### src/rv_pkg.sv
// shared widths, instruction types, opcode encodings and control structs for the rv32i core
`default_nettype none

package rv_pkg;

    localparam int XLEN       = 32;
    localparam int REG_ADDR_W = 5;
    localparam int NUM_REGS   = 32;

    typedef logic [XLEN-1:0]       xlen_t;     // data or address word
    typedef logic [31:0]           inst_t;     // raw instruction word
    typedef logic [REG_ADDR_W-1:0] reg_addr_t; // x0..x31

    // major opcodes handled by the core
    localparam logic [6:0] OPC_LUI    = 7'b0110111;
    localparam logic [6:0] OPC_AUIPC  = 7'b0010111;
    localparam logic [6:0] OPC_JAL    = 7'b1101111;
    localparam logic [6:0] OPC_JALR   = 7'b1100111;
    localparam logic [6:0] OPC_BRANCH = 7'b1100011;
    localparam logic [6:0] OPC_OP_IMM = 7'b0010011;
    localparam logic [6:0] OPC_OP     = 7'b0110011;

    typedef enum logic [2:0] {
        IMM_I,
        IMM_S,
        IMM_B,
        IMM_U,
        IMM_J
    } imm_sel_e;

    typedef enum logic [3:0] {
        ALU_ADD,
        ALU_SUB,
        ALU_SLL,
        ALU_SLT,
        ALU_SLTU,
        ALU_XOR,
        ALU_SRL,
        ALU_SRA,
        ALU_OR,
        ALU_AND
    } alu_op_e;

    typedef enum logic [2:0] {
        SRC_RS1_RS2,  // register forms, branch compares
        SRC_RS1_IMM,  // immediate forms
        SRC_PC_IMM,   // auipc
        SRC_PC_FOUR,  // link address for jal/jalr
        SRC_ZERO_IMM  // lui
    } alu_src_e;

    typedef enum logic [1:0] {
        BR_NONE,
        BR_ZERO,      // taken when alu result is zero
        BR_NONZERO    // taken when alu result is nonzero
    } branch_e;

    typedef struct packed {
        logic      reg_wen;
        reg_addr_t rd;
        reg_addr_t rs1;
        reg_addr_t rs2;
        imm_sel_e  imm_sel;
        alu_op_e   alu_op;
        alu_src_e  alu_src;
        branch_e   branch;
        logic      jump;     // jal or jalr
        logic      jalr;
        logic      illegal;
    } ctrl_t;

    typedef struct packed {
        logic      wen;
        reg_addr_t rd;
        xlen_t     wdata;
    } retire_t;

endpackage

`default_nettype wire

### src/pc_unit.sv
// program counter register and next-pc selection, instantiated by core_top
`timescale 1ns/1ps
`default_nettype none

module pc_unit #(
    parameter rv_pkg::xlen_t RESET_PC = 32'h8000_0000
) (
    input  wire logic          clk,
    input  wire logic          reset,
    input  wire rv_pkg::ctrl_t ctrl,
    input  wire logic          zero,
    input  wire rv_pkg::xlen_t imm,
    input  wire rv_pkg::xlen_t rs1_data,
    output rv_pkg::xlen_t      pc
);

    logic          br_taken;
    rv_pkg::xlen_t jalr_sum;
    rv_pkg::xlen_t next_pc;

    always_comb begin
        case (ctrl.branch)
            rv_pkg::BR_ZERO:    br_taken = zero;
            rv_pkg::BR_NONZERO: br_taken = !zero;
            default:            br_taken = 1'b0;
        endcase
    end

    assign jalr_sum = rs1_data + imm;

    always_comb begin
        if (ctrl.jalr) begin
            next_pc = {jalr_sum[rv_pkg::XLEN-1:1], 1'b0}; // lsb cleared per spec
        end else if (ctrl.jump || br_taken) begin
            next_pc = pc + imm;  // jal or taken branch
        end else begin
            next_pc = pc + 32'd4;
        end
    end

    always_ff @(posedge clk) begin
        if (reset) begin
            pc <= RESET_PC;
        end else begin
            pc <= next_pc;
        end
    end

endmodule

`default_nettype wire

### src/decoder.sv
// instruction decoder producing the control struct for one rv32i word per cycle
`timescale 1ns/1ps
`default_nettype none

module decoder (
    input  wire rv_pkg::inst_t inst,
    output rv_pkg::ctrl_t      ctrl
);

    logic [6:0] opcode;
    logic [2:0] funct3;
    logic [6:0] funct7;

    assign opcode = inst[6:0];
    assign funct3 = inst[14:12];
    assign funct7 = inst[31:25];

    // shared funct3 map for OP and OP-IMM, alt picks sub/sra
    function automatic rv_pkg::alu_op_e f3_to_alu(input logic [2:0] f3, input logic alt);
        rv_pkg::alu_op_e op;
        case (f3)
            3'b000:  op = alt ? rv_pkg::ALU_SUB : rv_pkg::ALU_ADD;
            3'b001:  op = rv_pkg::ALU_SLL;
            3'b010:  op = rv_pkg::ALU_SLT;
            3'b011:  op = rv_pkg::ALU_SLTU;
            3'b100:  op = rv_pkg::ALU_XOR;
            3'b101:  op = alt ? rv_pkg::ALU_SRA : rv_pkg::ALU_SRL;
            3'b110:  op = rv_pkg::ALU_OR;
            default: op = rv_pkg::ALU_AND;
        endcase
        return op;
    endfunction

    always_comb begin
        ctrl         = '0;
        ctrl.rd      = inst[11:7];
        ctrl.rs1     = inst[19:15];
        ctrl.rs2     = inst[24:20];
        ctrl.imm_sel = rv_pkg::IMM_I;
        ctrl.alu_op  = rv_pkg::ALU_ADD;
        ctrl.alu_src = rv_pkg::SRC_RS1_RS2;
        ctrl.branch  = rv_pkg::BR_NONE;

        case (opcode)
            rv_pkg::OPC_LUI: begin
                ctrl.reg_wen = 1'b1;
                ctrl.imm_sel = rv_pkg::IMM_U;
                ctrl.alu_src = rv_pkg::SRC_ZERO_IMM;
            end
            rv_pkg::OPC_AUIPC: begin
                ctrl.reg_wen = 1'b1;
                ctrl.imm_sel = rv_pkg::IMM_U;
                ctrl.alu_src = rv_pkg::SRC_PC_IMM;
            end
            rv_pkg::OPC_JAL: begin
                ctrl.reg_wen = 1'b1;
                ctrl.imm_sel = rv_pkg::IMM_J;
                ctrl.alu_src = rv_pkg::SRC_PC_FOUR; // link address
                ctrl.jump    = 1'b1;
            end
            rv_pkg::OPC_JALR: begin
                ctrl.reg_wen = 1'b1;
                ctrl.alu_src = rv_pkg::SRC_PC_FOUR;
                ctrl.jump    = 1'b1;
                ctrl.jalr    = 1'b1;
                ctrl.illegal = (funct3 != 3'b000);
            end
            rv_pkg::OPC_BRANCH: begin
                ctrl.imm_sel = rv_pkg::IMM_B;
                case (funct3)
                    3'b000: begin // beq
                        ctrl.alu_op = rv_pkg::ALU_SUB;
                        ctrl.branch = rv_pkg::BR_ZERO;
                    end
                    3'b001: begin // bne
                        ctrl.alu_op = rv_pkg::ALU_SUB;
                        ctrl.branch = rv_pkg::BR_NONZERO;
                    end
                    3'b100, 3'b101: begin // blt, bge
                        ctrl.alu_op = rv_pkg::ALU_SLT;
                        ctrl.branch = funct3[0] ? rv_pkg::BR_ZERO : rv_pkg::BR_NONZERO;
                    end
                    3'b110, 3'b111: begin // bltu, bgeu
                        ctrl.alu_op = rv_pkg::ALU_SLTU;
                        ctrl.branch = funct3[0] ? rv_pkg::BR_ZERO : rv_pkg::BR_NONZERO;
                    end
                    default: ctrl.illegal = 1'b1;
                endcase
            end
            rv_pkg::OPC_OP_IMM: begin
                ctrl.reg_wen = 1'b1;
                ctrl.alu_src = rv_pkg::SRC_RS1_IMM;
                ctrl.alu_op  = f3_to_alu(funct3, funct7[5] && funct3 == 3'b101);
                // shift immediates only allow srai as the alternate encoding
                if (funct3 == 3'b001) begin
                    ctrl.illegal = (funct7 != 7'b0000000);
                end else if (funct3 == 3'b101) begin
                    ctrl.illegal = (funct7 != 7'b0000000) && (funct7 != 7'b0100000);
                end
            end
            rv_pkg::OPC_OP: begin
                ctrl.reg_wen = 1'b1;
                ctrl.alu_op  = f3_to_alu(funct3, funct7[5]);
                ctrl.illegal = (funct7 != 7'b0000000) &&
                               !(funct7 == 7'b0100000 &&
                                 (funct3 == 3'b000 || funct3 == 3'b101));
            end
            default: ctrl.illegal = 1'b1; // loads, stores, system, fence
        endcase

        if (ctrl.illegal) begin // behave as a plain pc + 4 step
            ctrl.reg_wen = 1'b0;
            ctrl.branch  = rv_pkg::BR_NONE;
            ctrl.jump    = 1'b0;
            ctrl.jalr    = 1'b0;
        end
    end

endmodule

`default_nettype wire

### src/imm_gen.sv
// immediate generator for the five rv32i formats, driven by the decoder select
`timescale 1ns/1ps
`default_nettype none

module imm_gen (
    input  wire rv_pkg::inst_t    inst,
    input  wire rv_pkg::imm_sel_e imm_sel,
    output rv_pkg::xlen_t         imm
);

    logic sign;

    assign sign = inst[31]; // all formats sign off bit 31

    always_comb begin
        case (imm_sel)
            rv_pkg::IMM_I: begin
                imm = {{20{sign}}, inst[31:20]};
            end
            rv_pkg::IMM_S: begin
                imm = {{20{sign}}, inst[31:25], inst[11:7]};
            end
            rv_pkg::IMM_B: begin
                imm = {{19{sign}}, sign, inst[7], inst[30:25], inst[11:8], 1'b0};
            end
            rv_pkg::IMM_U: begin
                imm = {inst[31:12], 12'b0};
            end
            rv_pkg::IMM_J: begin
                imm = {{11{sign}}, sign, inst[19:12], inst[20], inst[30:21], 1'b0};
            end
            default: begin
                imm = '0;
            end
        endcase
    end

endmodule

`default_nettype wire

### src/reg_file.sv
// integer register file with two async reads and one clocked write, x0 hardwired to zero
`timescale 1ns/1ps
`default_nettype none

module reg_file (
    input  wire logic              clk,
    input  wire logic              reset,
    input  wire logic              wen,
    input  wire rv_pkg::reg_addr_t waddr,
    input  wire rv_pkg::xlen_t     wdata,
    input  wire rv_pkg::reg_addr_t raddr1,
    input  wire rv_pkg::reg_addr_t raddr2,
    output rv_pkg::xlen_t          rdata1,
    output rv_pkg::xlen_t          rdata2
);

    rv_pkg::xlen_t regs [1:rv_pkg::NUM_REGS-1]; // no storage for x0

    always_ff @(posedge clk) begin
        if (!reset && wen && waddr != '0) begin
            regs[waddr] <= wdata;
        end
    end

    // combinational reads, a write shows up next cycle
    assign rdata1 = (raddr1 == '0) ? '0 : regs[raddr1];
    assign rdata2 = (raddr2 == '0) ? '0 : regs[raddr2];

endmodule

`default_nettype wire

### src/alu.sv
// operand select and arithmetic unit, also used as the branch comparator
`timescale 1ns/1ps
`default_nettype none

module alu (
    input  wire rv_pkg::alu_op_e  alu_op,
    input  wire rv_pkg::alu_src_e alu_src,
    input  wire rv_pkg::xlen_t    rs1_data,
    input  wire rv_pkg::xlen_t    rs2_data,
    input  wire rv_pkg::xlen_t    imm,
    input  wire rv_pkg::xlen_t    pc,
    output rv_pkg::xlen_t         res,
    output logic                  zero
);

    rv_pkg::xlen_t op_a;
    rv_pkg::xlen_t op_b;
    logic [4:0]    shamt;
    logic          lt_s;
    logic          lt_u;

    always_comb begin
        case (alu_src)
            rv_pkg::SRC_RS1_IMM:  begin op_a = rs1_data; op_b = imm;   end
            rv_pkg::SRC_PC_IMM:   begin op_a = pc;       op_b = imm;   end
            rv_pkg::SRC_PC_FOUR:  begin op_a = pc;       op_b = 32'd4; end
            rv_pkg::SRC_ZERO_IMM: begin op_a = '0;       op_b = imm;   end
            default:              begin op_a = rs1_data; op_b = rs2_data; end
        endcase
    end

    assign shamt = op_b[4:0];
    assign lt_s  = $signed(op_a) < $signed(op_b);
    assign lt_u  = op_a < op_b;

    always_comb begin
        case (alu_op)
            rv_pkg::ALU_SUB:  res = op_a - op_b;
            rv_pkg::ALU_SLL:  res = op_a << shamt;
            rv_pkg::ALU_SLT:  res = {{(rv_pkg::XLEN-1){1'b0}}, lt_s};
            rv_pkg::ALU_SLTU: res = {{(rv_pkg::XLEN-1){1'b0}}, lt_u};
            rv_pkg::ALU_XOR:  res = op_a ^ op_b;
            rv_pkg::ALU_SRL:  res = op_a >> shamt;
            rv_pkg::ALU_SRA:  res = rv_pkg::xlen_t'($signed(op_a) >>> shamt);
            rv_pkg::ALU_OR:   res = op_a | op_b;
            rv_pkg::ALU_AND:  res = op_a & op_b;
            default:          res = op_a + op_b; // add and address math
        endcase
    end

    assign zero = (res == '0);

endmodule

`default_nettype wire

### src/core_top.sv
// single-cycle rv32i core top, fetches by pc and reports each register write on retire
`timescale 1ns/1ps
`default_nettype none

module core_top #(
    parameter rv_pkg::xlen_t RESET_PC = 32'h8000_0000
) (
    input  wire logic          clk,
    input  wire logic          reset,
    input  wire rv_pkg::inst_t inst,
    output rv_pkg::xlen_t      pc,
    output rv_pkg::retire_t    retire,
    output logic               illegal
);

    rv_pkg::ctrl_t ctrl;
    rv_pkg::xlen_t imm;
    rv_pkg::xlen_t rs1_data;
    rv_pkg::xlen_t rs2_data;
    rv_pkg::xlen_t alu_res;
    logic          zero;
    logic          retire_wen;

    pc_unit #(
        .RESET_PC ( RESET_PC )
    ) u_pc_unit_0 (
        .clk      ( clk      ),
        .reset    ( reset    ),
        .ctrl     ( ctrl     ),
        .zero     ( zero     ),
        .imm      ( imm      ),
        .rs1_data ( rs1_data ),
        .pc       ( pc       )
    );

    decoder u_decoder_0 (
        .inst ( inst ),
        .ctrl ( ctrl )
    );

    imm_gen u_imm_gen_0 (
        .inst    ( inst         ),
        .imm_sel ( ctrl.imm_sel ),
        .imm     ( imm          )
    );

    reg_file u_reg_file_0 (
        .clk    ( clk          ),
        .reset  ( reset        ),
        .wen    ( ctrl.reg_wen ),
        .waddr  ( ctrl.rd      ),
        .wdata  ( alu_res      ),
        .raddr1 ( ctrl.rs1     ),
        .raddr2 ( ctrl.rs2     ),
        .rdata1 ( rs1_data     ),
        .rdata2 ( rs2_data     )
    );

    alu u_alu_0 (
        .alu_op   ( ctrl.alu_op  ),
        .alu_src  ( ctrl.alu_src ),
        .rs1_data ( rs1_data     ),
        .rs2_data ( rs2_data     ),
        .imm      ( imm          ),
        .pc       ( pc           ),
        .res      ( alu_res      ),
        .zero     ( zero         )
    );

    // writes to x0 are not reported as retired writes
    assign retire_wen = ctrl.reg_wen && (ctrl.rd != '0) && !reset;
    assign retire     = '{wen: retire_wen, rd: ctrl.rd, wdata: alu_res};
    assign illegal    = ctrl.illegal && !reset;

endmodule

`default_nettype wire

### config.mk
export PLATFORM = sky130hd
export DESIGN_NAME = core_top
export DESIGN_NICKNAME = d
export VERILOG_FILES = /design/src/rv_pkg.sv /design/src/pc_unit.sv /design/src/decoder.sv /design/src/imm_gen.sv /design/src/reg_file.sv /design/src/alu.sv /design/src/core_top.sv
export SDC_FILE = /design/constraint.sdc
export NUM_CORES = 2
export LEC_CHECK = 0
export BUFFER_PORTS_ARGS = -buffer_cell sky130_fd_sc_hd__buf_4
export CAP_MARGIN = 40
export CORE_UTILIZATION = 45
export CTS_BUF_LIST = sky130_fd_sc_hd__clkbuf_4
export DETAILED_ROUTE_END_ITERATION = 10
export GPL_ROUTABILITY_DRIVEN = 1
export PLACE_DENSITY = 0.7
export SYNTH_ARGS = -nofsm -noshare
export SYNTH_HDL_FRONTEND = slang
export SYNTH_SLANG_ARGS = --single-unit
### constraint.sdc
create_clock -name clk -period 14.7 [get_ports clk]
set_input_delay 1.47 -clock clk [delete_from_list [all_inputs] [get_ports clk]]
set_output_delay 1.47 -clock clk [all_outputs]
set_load 0.01 [all_outputs]
==> flow_summary.json <==
{
  "ys_async_sr_fraction_pct": 0,
  "cts_resized": 0,
  "ys.flop_type": "edfxtp_1",
  "fmax_mhz": 93.9,
  "place_ws_ns": 3.45,
  "drt_wl_total_um": 240000,
  "portBuffers": 104,
  "dr.pass1.iters": 10,
  "tns_ns": 0,
  "setup_slack_ns": 4.05,
  "dp_hpwl_um": 160000,
  "grt_max_degree": 117,
  "vias_per_cell": 7.05,
  "synthCells": 4740,
  "min_path_type": "input pin to flip-flop",
  "final_nets": 5169,
  "cts_buffers": 276,
  "die_area_mm2": 0.136,
  "maxSlewViolCount": 0,
  "max-clock-path-buffers": 4,
  "cts_num_sinks": 1024,
  "fin_worst_skew_ns": 0.148,
  "syn_area_per_cell_um2": 12.8,
  "ant_nets": 0,
  "syn_nets": 4937,
  "cap_violations": 0,
  "status": "finished with violations",
  "yosysMostFrequentCell": "edfxtp_1",
  "cts_hold_buf": 0,
  "holdPathStages": 2,
  "num_io_pins": 105,
  "route.detailed.drc": 52,
  "powerDensity_mw_per_mm2": 123,
  "syn-cell-area_mm2": 0.0607,
  "grt_overflow_total": 0,
  "post-route-min-period_ns": 10.65,
  "root_buffer": "clkbuf_4",
  "drive_above_1_share_pct": 23.2,
  "rsz0062_at_grt": "no",
  "path_clk_slew_ns": 0.06,
  "max_slew_margin_pct": 26.7,
  "wl_per_cell_um": 34.7,
  "synthTopCellsByCount": "edfxtp_1 (992), mux2i_1 (371), nor2_1 (325)",
  "vdd_ir_drop_max_v": 0.0000723,
  "gp_congestion": 1.07,
  "fillCellCount": 11400,
  "vias": 48700,
  "reg2regPathDepth": 29,
  "core_mm2": 0.134,
  "synth_seq_cells": 1024,
  "power_leakage_nw": 23.7,
  "die_w_um": 369,
  "seq_area_frac_synth_pct": 50.2,
  "synth_area_leaders": "edfxtp_1 (49%), mux4_2 (12%), mux2i_1 (6.1%)",
  "cp.required_ns": 13.23,
  "grt_pass1_vias": 46800,
  "die_h_um": 369,
  "core.rowCount": 134,
  "worstSetupPathType": "input pin to output pin",
  "period_share_pct": 72.5,
  "clock_latency_ns": 1.22,
  "ys_types": 109,
  "cts_tree": "yes",
  "start_util_pct": 45.4,
  "finalSetupViolCount": 0,
  "synth_top_area_share_pct": 49.1,
  "worst_pin_slew_ns": 1.10,
  "cp.arrival_ns": 9.18,
  "ctsHtreeMaxLevel": 5,
  "synth_top_area_cell": "edfxtp_1",
  "p_total_mw": 8.27,
  "synth-edff-count": 992,
  "drt_iter0_drc": 7923,
  "finalHoldViolations": 0,
  "antenna_found_initial": 17,
  "violations": "design-rule violations",
  "grt_util_all_layers_pct": 34.6,
  "crit_path_max_fanout": 116,
  "area.growth.synth_to_final_pct": 10.9,
  "yosys_warnings": 0,
  "grt_pass1_wl_um": 337000,
  "setup.worst_path.start_class": "input pin",
  "postCtsSetupBuffers": 0,
  "end_kind": "output pin"
}
cell usage in the layout, fill, tap and decap left out, types with 18 or more instances in the layout:
cell / instances
a31oi_1: 43
a32oi_1: 21
a221oi_1: 55
a21o_1: 51
and3_1: 36
edfxtp_1: 992
mux2i_1: 371
nand2b_1: 37
or3_1: 22
clkinv_1: 60
o22ai_1: 66
inv_1: 123
o211ai_1: 27
mux4_2: 323
nor3_1: 104
o221ai_1: 33
xor2_1: 25
a22o_1: 34
o21bai_1: 18
a22oi_1: 114
xnor2_1: 75
ha_1: 159
nor2_1: 292
a221o_1: 41
nor2b_1: 27
and2_1: 24
nand3_1: 113
clkbuf_4: 375
buf_4: 276
a21oi_1: 238
nand2_1: 208
a211oi_1: 99
dfxtp_1: 32
mux2_2: 58
nor2_4: 32
o21ai_0: 152
a32o_1: 21
sequential cells by signal (all words and copies together), names as in the netlist, named ones only:
register           flops
u_reg_file_0.regs    992
u_pc_unit_0.pc        31
worst max-delay path, stage by stage:
cell	delay [ns]
buf_8	0.42
buf_12	0.60
buf_4	0.65
mux2i_1	0.25
a22oi_1	0.08
a21boi_0	0.70
o41ai_1	0.16
buf_4	0.20
ha_1	0.48
nor3b_1	0.09
a2111oi_0	0.77
buf_1	0.22
a211oi_1	0.13
o2111ai_1	0.39
nand3_1	0.16
a41oi_1	0.35
o21ai_0	0.16
a21o_1	0.21
a211o_1	0.29
a21o_1	0.20
a211oi_1	0.24
a211o_1	0.14
a21oi_1	0.07
inv_1	0.09
buf_4	0.31
buf_4	0.19
where the power goes:
part / switching (mW) / internal [mW] / total [mW]
combinational: 1.60 / 0.652 / 2.25
sequential: 0.00777 / 3.63 / 3.64
clock: 1.15 / 1.22 / 2.37
total: 2.76 / 5.51 / 8.27
metal layers:
layer | GRT usage, % | vias up | part of all wire (%)
met1 | 44.0 | 24100 | 36
met3 | 12.1 | 817 | 15
met5 | 0 | - | 0.058
met4 | 19.8 | 14 | 6.5
met2 | 51.3 | 3978 | 43
li1 | - | 19800 | -
layout make-up:
cell class | count | area, µm² | area share [%]
multi-input cells | 3238 | 28600 | 42.5
diodes | 4 | 10.0 | 0.0149
flip-flops and latches | 1024 | 30400 | 45.2
well taps | 1768 | 2210 | 3.29
clock inverters | 70 | 348 | 0.517
clock buffers | 375 | 2820 | 4.18
inverters | 128 | 480 | 0.714
repair buffers | 304 | 2400 | 3.57
logic make-up after synthesis:
logic type,share of synthesized area [%]
simple gates,7.80
fa+ha+maj,3.41
buf+inv,3.51
compound gates,14.5
xor+xnor,1.44
flops,50.2
mux,19.2
per-stage QoR:
stage	cell area [µm²]	util, %	instances	hold WS (ns)
finish	67300	50.4	6911	0.655
global placement	63900	47.9	6440	0.659
CTS	67200	50.3	6900	0.548
global route	67300	50.4	6910	0.583
detailed placement	64100	48.0	6455	0.654
floorplan	60700	-	4740	0.517
worst paths after layout:
path,startpoint,to,slack [ns]
setup / recovery,inst[16],retire[31],4.05
hold / removal,reset,u_pc_unit_0.pc[10],0.65
setup reg to reg,u_reg_file_0.regs[31][3],u_pc_unit_0.pc[17],5.54
hold reg to reg,flip-flop,flip-flop,0.66
Power figures use the tool's default switching activity.
